$ cat config.mk
export PLATFORM = sky130hd
export DESIGN_NAME = mont_exp_top
export DESIGN_NICKNAME = d
export VERILOG_FILES = /design/src/logic/mont_pkg.sv /design/src/logic/mont_accumulator.sv /design/src/logic/mont_exp_top.sv /design/src/logic/mont_mult.sv /design/src/logic/square_fifo.sv /design/src/logic/square_streamer.sv
export VERILOG_INCLUDE_DIRS = /design/src /design/src/include
export SDC_FILE = /design/constraint.sdc
export NUM_CORES = 2
export LEC_CHECK = 0
export ABC_CLOCK_PERIOD_IN_PS = 15100
export BUFFER_PORTS_ARGS = -buffer_cell sky130_fd_sc_hd__buf_4
export CORE_ASPECT_RATIO = 0.9
export CORE_MARGIN = 2
export CORE_UTILIZATION = 59
export DETAILED_ROUTE_END_ITERATION = 12
export GPL_TIMING_DRIVEN = 0
export PLACE_DENSITY = 0.77
export SLEW_MARGIN = 20
export SYNTH_ARGS = -nofsm -noshare
export SYNTH_HDL_FRONTEND = slang
export SYNTH_SLANG_ARGS = --single-unit
$ cat constraint.sdc
create_clock -name clk_in -period 15.1 [get_ports clk_in]
set_input_delay 0.755 -clock clk_in [delete_from_list [all_inputs] [get_ports clk_in]]
set_output_delay 0.755 -clock clk_in [all_outputs]
set_load 0.02 [all_outputs]
$ cat src/include/mont_config.svh
`ifndef MONT_CONFIG_SVH
`define MONT_CONFIG_SVH

// operand and modulus width, R = 2**OPERAND_BITS
`define OPERAND_BITS 32

// square items held between streamer and accumulator, power of two
`define SQ_FIFO_DEPTH 4

`endif

$ cat src/logic/mont_pkg.sv
`default_nettype none

`include "mont_config.svh"

package mont_pkg;

    typedef logic [`OPERAND_BITS-1:0] operand_t;   // residue or modulus
    typedef logic [`OPERAND_BITS-1:0] exponent_t;

    typedef struct packed {
        operand_t square;   // montgomery form
        logic     exp_bit;  // exponent bit this square belongs to
        logic     last;     // top exponent bit
    } sq_item_t;

    typedef enum logic [1:0] {
        st_idle,
        st_to_mont,
        st_emit,
        st_square
    } streamer_state_t;

    typedef enum logic [2:0] {
        ac_idle,
        ac_init,
        ac_wait_item,
        ac_multiply,
        ac_from_mont,
        ac_done
    } accum_state_t;

endpackage

`default_nettype wire

$ cat src/logic/mont_accumulator.sv
`default_nettype none

// consumer, multiplies in the squares whose exponent bit is set
module mont_accumulator import mont_pkg::*; (
    input  logic     clk_in,
    input  logic     rst_in,
    input  logic     start,
    input  operand_t modulus,
    input  operand_t r_sq,
    input  sq_item_t item,
    input  logic     fifo_empty,
    output logic     item_read,
    output operand_t result,
    output logic     result_valid,
    output logic     busy
);

    localparam operand_t ONE = operand_t'(1);

    accum_state_t state;
    operand_t     acc_q;    // running product, montgomery form until the end
    operand_t     n_q;
    logic         last_q;
    logic         ready;

    logic     mult_start;
    logic     mult_done;
    operand_t mult_a;
    operand_t mult_b;
    operand_t mult_n;
    operand_t mult_result;

    // done counts as ready so a start can follow result_valid directly
    assign ready        = (state == ac_idle) || (state == ac_done);
    assign busy         = !ready;
    assign result_valid = (state == ac_done);
    assign result       = acc_q;
    assign item_read    = (state == ac_wait_item) && !fifo_empty;

    always_comb begin
        mult_n = ready ? modulus : n_q;
        case (state)
            ac_idle, ac_done: begin
                mult_a = r_sq;      // R^2 * 1 * R^-1 = R mod N
                mult_b = ONE;
            end
            ac_wait_item: begin
                mult_a = acc_q;
                mult_b = item.exp_bit ? item.square : ONE;   // one on a clear last bit
            end
            ac_multiply: begin
                mult_a = mult_result;   // chain straight into the final multiply
                mult_b = ONE;
            end
            default: begin
                mult_a = acc_q;
                mult_b = ONE;
            end
        endcase
    end

    assign mult_start = (ready && start)
                      || (item_read && (item.exp_bit || item.last))
                      || ((state == ac_multiply) && mult_done && last_q);

    always_ff @(posedge clk_in) begin
        if (rst_in) begin
            state  <= ac_idle;
            last_q <= 1'b0;
        end else begin
            case (state)
                ac_idle: begin
                    if (start) state <= ac_init;
                end
                ac_done: state <= start ? ac_init : ac_idle;
                ac_init: begin
                    if (mult_done) state <= ac_wait_item;
                end
                ac_wait_item: begin
                    if (item_read) begin
                        last_q <= item.last;
                        if (item.exp_bit) begin
                            state <= ac_multiply;
                        end else if (item.last) begin
                            state <= ac_from_mont;
                        end
                    end
                end
                ac_multiply: begin
                    if (mult_done) state <= last_q ? ac_from_mont : ac_wait_item;
                end
                ac_from_mont: begin
                    if (mult_done) state <= ac_done;
                end
                default: state <= ac_idle;
            endcase
        end
    end

    always_ff @(posedge clk_in) begin
        if (ready && start) n_q <= modulus;
        if (mult_done) acc_q <= mult_result;
    end

    mont_mult multiplier0 (
        .clk_in  (clk_in),
        .rst_in  (rst_in),
        .start   (mult_start),
        .a       (mult_a),
        .b       (mult_b),
        .modulus (mult_n),
        .done    (mult_done),
        .result  (mult_result)
    );

endmodule

`default_nettype wire

$ cat src/logic/mont_exp_top.sv
`default_nettype none

// base^exponent mod modulus
module mont_exp_top import mont_pkg::*; (
    input  logic      clk_in,
    input  logic      rst_in,
    input  logic      start,
    input  operand_t  base,
    input  exponent_t exponent,
    input  operand_t  modulus,
    input  operand_t  r_sq,       // R^2 mod N from the host
    output operand_t  result,
    output logic      result_valid,
    output logic      busy
);

    logic     start_accepted;
    sq_item_t wr_item;
    logic     wr_strobe;
    sq_item_t rd_item;
    logic     rd_strobe;
    logic     fifo_full;
    logic     fifo_empty;

    assign start_accepted = start && !busy;   // one place decides for both sides

    square_streamer streamer0 (
        .clk_in     (clk_in),
        .rst_in     (rst_in),
        .start      (start_accepted),
        .base       (base),
        .exponent   (exponent),
        .modulus    (modulus),
        .r_sq       (r_sq),
        .fifo_full  (fifo_full),
        .item       (wr_item),
        .item_write (wr_strobe)
    );

    square_fifo fifo0 (
        .clk_in     (clk_in),
        .rst_in     (rst_in),
        .write      (wr_strobe),
        .write_item (wr_item),
        .read       (rd_strobe),
        .read_item  (rd_item),
        .full       (fifo_full),
        .empty      (fifo_empty)
    );

    mont_accumulator accum0 (
        .clk_in       (clk_in),
        .rst_in       (rst_in),
        .start        (start_accepted),
        .modulus      (modulus),
        .r_sq         (r_sq),
        .item         (rd_item),
        .fifo_empty   (fifo_empty),
        .item_read    (rd_strobe),
        .result       (result),
        .result_valid (result_valid),
        .busy         (busy)
    );

endmodule

`default_nettype wire

$ cat src/logic/mont_mult.sv
`default_nettype none

`include "mont_config.svh"

// radix-2 montgomery product a*b*R^-1 mod N, one bit of a per cycle
module mont_mult import mont_pkg::*; (
    input  logic     clk_in,
    input  logic     rst_in,
    input  logic     start,
    input  operand_t a,
    input  operand_t b,
    input  operand_t modulus,
    output logic     done,
    output operand_t result
);

    localparam int WIDE_BITS = `OPERAND_BITS + 2;
    localparam int CNT_BITS  = $clog2(`OPERAND_BITS + 1);
    localparam logic [CNT_BITS-1:0] STEPS = CNT_BITS'(`OPERAND_BITS);

    typedef logic [WIDE_BITS-1:0] wide_t;

    logic                running;
    logic [CNT_BITS-1:0] step_cnt;
    wide_t               partial;   // stays below 2N
    operand_t            a_sh;
    operand_t            b_q;
    operand_t            n_q;

    function automatic wide_t mont_step(wide_t p, logic a_bit, operand_t bv, operand_t nv);
        wide_t sum;
        sum = p + (a_bit ? wide_t'(bv) : '0);
        if (sum[0]) begin
            sum = sum + wide_t'(nv);    // make it even
        end
        return sum >> 1;
    endfunction

    always_ff @(posedge clk_in) begin
        if (rst_in) begin
            running  <= 1'b0;
            done     <= 1'b0;
            step_cnt <= '0;
        end else begin
            done <= 1'b0;
            if (start) begin
                running  <= 1'b1;
                step_cnt <= CNT_BITS'(1);   // first step taken on the start edge
            end else if (running) begin
                if (step_cnt == STEPS) begin
                    running <= 1'b0;
                    done    <= 1'b1;
                end else begin
                    step_cnt <= step_cnt + 1'b1;
                end
            end
        end
    end

    always_ff @(posedge clk_in) begin
        if (start) begin
            partial <= mont_step('0, a[0], b, modulus);
            a_sh    <= a >> 1;
            b_q     <= b;
            n_q     <= modulus;
        end else if (running) begin
            if (step_cnt == STEPS) begin
                // final conditional subtraction
                result <= (partial >= wide_t'(n_q)) ? operand_t'(partial - wide_t'(n_q))
                                                    : operand_t'(partial);
            end else begin
                partial <= mont_step(partial, a_sh[0], b_q, n_q);
                a_sh    <= a_sh >> 1;
            end
        end
    end

endmodule

`default_nettype wire

$ cat src/logic/square_fifo.sv
`default_nettype none

`include "mont_config.svh"

// circular buffer, head item shown combinationally
module square_fifo import mont_pkg::*; (
    input  logic     clk_in,
    input  logic     rst_in,
    input  logic     write,
    input  sq_item_t write_item,
    input  logic     read,
    output sq_item_t read_item,
    output logic     full,
    output logic     empty
);

    localparam int PTR_BITS = $clog2(`SQ_FIFO_DEPTH);
    localparam int CNT_BITS = $clog2(`SQ_FIFO_DEPTH + 1);
    localparam logic [CNT_BITS-1:0] DEPTH = CNT_BITS'(`SQ_FIFO_DEPTH);

    sq_item_t            mem [`SQ_FIFO_DEPTH];
    logic [PTR_BITS-1:0] wr_ptr;
    logic [PTR_BITS-1:0] rd_ptr;
    logic [CNT_BITS-1:0] count;
    logic                push;
    logic                pop;

    assign full      = (count == DEPTH);
    assign empty     = (count == '0);
    assign push      = write && !full;   // writes into a full buffer are dropped
    assign pop       = read && !empty;
    assign read_item = mem[rd_ptr];

    always_ff @(posedge clk_in) begin
        if (rst_in) begin
            wr_ptr <= '0;
            rd_ptr <= '0;
            count  <= '0;
        end else begin
            if (push) wr_ptr <= wr_ptr + 1'b1;   // pointers wrap at depth
            if (pop) rd_ptr <= rd_ptr + 1'b1;
            case ({push, pop})
                2'b10:   count <= count + 1'b1;
                2'b01:   count <= count - 1'b1;
                default: count <= count;
            endcase
        end
    end

    always_ff @(posedge clk_in) begin
        if (push) mem[wr_ptr] <= write_item;
    end

endmodule

`default_nettype wire

$ cat src/logic/square_streamer.sv
`default_nettype none

`include "mont_config.svh"

// producer of base^(2^i) in montgomery form, one item per exponent bit
module square_streamer import mont_pkg::*; (
    input  logic      clk_in,
    input  logic      rst_in,
    input  logic      start,
    input  operand_t  base,
    input  exponent_t exponent,
    input  operand_t  modulus,
    input  operand_t  r_sq,
    input  logic      fifo_full,
    output sq_item_t  item,
    output logic      item_write
);

    localparam int CNT_BITS = $clog2(`OPERAND_BITS);
    localparam logic [CNT_BITS-1:0] LAST_BIT = CNT_BITS'(`OPERAND_BITS - 1);

    streamer_state_t     state;
    logic [CNT_BITS-1:0] bit_cnt;
    exponent_t           exp_q;     // shifted so bit 0 tags the next item
    operand_t            n_q;
    operand_t            square_q;
    logic                last_item;

    logic     mult_start;
    logic     mult_done;
    operand_t mult_a;
    operand_t mult_b;
    operand_t mult_n;
    operand_t mult_result;

    assign last_item  = (bit_cnt == LAST_BIT);
    assign item_write = (state == st_emit) && !fifo_full;   // hold while full

    always_comb begin
        item.square  = square_q;
        item.exp_bit = exp_q[0];
        item.last    = last_item;
    end

    // base*R^2 on start, square of the current value otherwise
    always_comb begin
        if (state == st_idle) begin
            mult_a = base;
            mult_b = r_sq;
            mult_n = modulus;
        end else begin
            mult_a = square_q;
            mult_b = square_q;
            mult_n = n_q;
        end
    end

    // no squaring needed after the top item
    assign mult_start = ((state == st_idle) && start) || (item_write && !last_item);

    always_ff @(posedge clk_in) begin
        if (rst_in) begin
            state   <= st_idle;
            bit_cnt <= '0;
        end else begin
            case (state)
                st_idle: begin
                    if (start) begin
                        bit_cnt <= '0;
                        state   <= st_to_mont;
                    end
                end
                st_to_mont, st_square: begin
                    if (mult_done) state <= st_emit;
                end
                st_emit: begin
                    if (item_write) begin
                        bit_cnt <= bit_cnt + 1'b1;
                        state   <= last_item ? st_idle : st_square;
                    end
                end
                default: state <= st_idle;
            endcase
        end
    end

    always_ff @(posedge clk_in) begin
        if ((state == st_idle) && start) begin
            exp_q <= exponent;
            n_q   <= modulus;
        end else if (item_write) begin
            exp_q <= exp_q >> 1;
        end
        if (mult_done) square_q <= mult_result;
    end

    mont_mult squarer0 (
        .clk_in  (clk_in),
        .rst_in  (rst_in),
        .start   (mult_start),
        .a       (mult_a),
        .b       (mult_b),
        .modulus (mult_n),
        .done    (mult_done),
        .result  (mult_result)
    );

endmodule

`default_nettype wire

==> key figures <==
Global route
  – Total track usage: 0.343
  – Pin count of the biggest net entering global routing: 61
  – Grt total ovfl: 0
  – First-pass GRT wire length: between 150000 and 200000 um
  – Vias in the first global route: 29400
  – Initial antenna violation count: 2

Routing
  – Router iterations before antenna repair: 6
  – Drt wl/cell: 24.2 um
  – Drc violations: 0
  – Vias per cell: about 6.2
  – Drt initial violations: approximately 3000
  – Total Routed Length: roughly 120000 um
  – Via count: about 31000
  – ANT nets after route: 0

Place
  – RD Place Congestion: about 1
  – Port bufs: about 160
  – Hpwl dp: between 90000 and 100000 um

Logic synthesis
  – Post-synth ARST share: 0
  – Post-Syn Nets: 4184
  – Post-synth EDFFs: approximately 600
  – Syn Area/Cell: 10.5 um2
  – Mapped cell area: ~40000 um2
  – Post-synthesis register bit count: 652
  – Yosys cell types: slightly above 90
  – Synth Flop Type: edfxtp_1
  – Post-Synthesis Cells: ~3800
  – Yosys warns: 0
  – Seq/Total Area, Yosys: 0.485

Clock tree
  – Worst-path clk slew: ~0.06 ns
  – Clk sinks: 652
  – Post-CTS sizing: 0
  – Max Root-Sink Buffers: 3
  – CTS tree: built
  – H-tree depth: 3
  – CTS Buf Count: 70
  – Worst-skew pair later-pin latency: about 0.62 ns
  – Root buf cell: clkbuf_16
  – Postcts setup bufs: 0
  – CTS Hold Bufs: 0

STA
  – RSZ-0062 raised after global routing: false
  – Worst slew pin tran: ~1.1 ns
  – Final Skew: between 0.02 and 0.025 ns
  – Setup TNS Final: 0 ns
  – Final setup viols: 0
  – Final worst path period need: about 6.5 ns
  – Slew headroom: 0.267
  – Fin. Hold Viols: 0
  – Fin. max-slew vios: 0
  – Highest clock rate: 153 MHz
  – Final period utilization: 0.432

Status
  – Run status: finished, final reports clean

Critical path
  – Top Family by Delay on Critical Path: compound AO/OA/AOI/OAI gates
  – Slowest CP cell: nor2_1
  – Worst Path Required: approximately 15 ns
  – Max stage delay on crit path: 0.78 ns
  – CP arrival: roughly 7 ns
  – Crit path max fanout: 10
  – Crit start category: flip-flop
  – CP most frequent cell: clkbuf_1
  – CP Buf/Inv Count: 5
  – Crit end category: flip-flop
  – Worst setup path startpoint: streamer0.state[1]
  – Cell Chain, Critical Path: clkbuf_1 > nor2_1 > clkbuf_1 > buf_1 > clkbuf_1 > nand2_1 > nand2_1 > ha_1 > nor2b_1 > o21a_1 > o21ai_0 > a21o_1 > a221oi_1 > buf_2 > a311oi_1 > a211oi_1 > a41o_1 > nor2_1 > o211ai_1 > a31oi_1
  – Path type of the worst setup path: reg2reg
  – Reg2reg start: streamer0.state[1]

Die
  – Core area: 66800 um2
  – DIE AREA: ~70000 um2
  – Starting Density: 0.593
  – Die outline height: between 200 and 250 um
  – Die X: approximately 280 um
  – Io pins: 165
  – # rows: 90

Final layout
  – Area delta synth->final: 12.4%
  – Share of cells above drive strength 1: 0.102
  – Final net count: between 4000 and 5000
  – Fillers: just over 5000

Worst hold path
  – Min-delay src: modulus[28]
  – Hold WC Path Type: in2reg

Run
  – Max-cap violation count: 0
kinds of logic (layout without fill, tap and decap cells):
group / after synthesis / in the layout / synth area share
XOR/XNOR: 233 / 233 / 0.0515
AND/OR/NAND/NOR: 1158 / 1158 / 0.137
buffers and inverters: 316 / 623 / 0.0306
other: 0 / 1 / 0
flip-flops: 652 / 652 / 0.485
AO/OA/AOI/OAI: 1048 / 1048 / 0.171
adder cells (fa/ha/maj): 276 / 276 / 0.0889
multiplexers: 94 / 94 / 0.0357
layout by cell type (no fill, tap or decap), drive strengths merged, types with 45 or more instances in the layout:
cell / n
edfxtp: 616
nand2: 500
a21oi: 296
ha: 267
o21ai: 213
nor2: 207
buf: 206
clkbuf: 202
inv: 178
a21o: 153
xnor2: 142
nor2b: 108
and2: 106
xor2: 91
a31oi: 65
a221oi: 50
nor3: 45
per-stage QoR:
stage / cell area (um2) / cells / setup WS, ns / util / hold slack (ns)
after floorplan: 39600 / 3777 / 8.97 / - / 0.400
after global placement: 41900 / 4814 / 5.13 / 0.628 / 0.401
after detailed placement: 42300 / 4828 / 8.26 / 0.633 / 0.405
after CTS: 44500 / 4957 / 8.20 / 0.667 / 0.336
after global routing: 44500 / 4959 / 8.28 / 0.667 / 0.344
final: 44500 / 4959 / 8.57 / 0.667 / 0.363
worst paths after layout:
check	endpoint	slack, ns	depth (start not counted)
min reg2reg	streamer0.square_q[24]	0.42	0
max reg2reg	streamer0.squarer0.partial[27]	8.57	20
min	streamer0.n_q[28]	0.36	1
max	streamer0.squarer0.partial[27]	8.57	20
state kept, by name (all words and copies together), names as in the netlist, 5 cells and up, named ones only:
name and cells:
streamer0.squarer0.step_cnt 6, accum0.multiplier0.n_q 32, streamer0.squarer0.partial 33, accum0.multiplier0.b_q 32, streamer0.bit_cnt 5, accum0.n_q 32, streamer0.squarer0.a_sh 31, streamer0.squarer0.n_q 32
streamer0.n_q 32, accum0.multiplier0.a_sh 31, accum0.multiplier0.result 32, fifo0.mem 136, streamer0.exp_q 32, accum0.multiplier0.step_cnt 6, accum0.result 32, accum0.multiplier0.partial 33
streamer0.square_q 32, streamer0.squarer0.b_q 32, streamer0.squarer0.result 32
layer usage:
| layer | vias to the layer above | global-route usage | part of all wire |
|---|---|---|---|
| met4 | 2 | 0.154 | 0.049 |
| met3 | 212 | 0.0479 | 0.085 |
| met5 | - | 0 | 0.00011 |
| li1 | 14400 | - | - |
| met1 | 14900 | 0.469 | 0.41 |
| met2 | 1383 | 0.547 | 0.46 |
area by class of cell:
class                   instances  area (um2)  share of cell area
diodes                          1        2.50           0.0000562
plain buffers                 141         564              0.0127
clock buffers                  89        1860              0.0418
clock inverters                40         395             0.00888
inverters                     175         657              0.0147
multi-input cells            2809       19200               0.432
flip-flops and latches        652       19200               0.431
well taps                     874        1090              0.0245
repair buffers                178        1530              0.0343
synthesized netlist by cell type, types with 50 or more instances:
cell      count  area (um2)
a21o_1      153        1150
a221oi_1     50         438
nor2_1      207         777
xnor2_1     142        1240
nor2b_1     108         676
ha_1        267        3340
inv_1       173         649
nand2_1     500        1880
edfxtp_1    616       18500
xor2_1       91         797
a31oi_1      64         400
clkbuf_1    113         424
and2_1      105         657
a21oi_1     294        1470
o21ai_0     208        1040
Power is left out: the tool's default activity adds up to more than one toggle a clock period on the data nets, which glitch-free logic cannot reach.
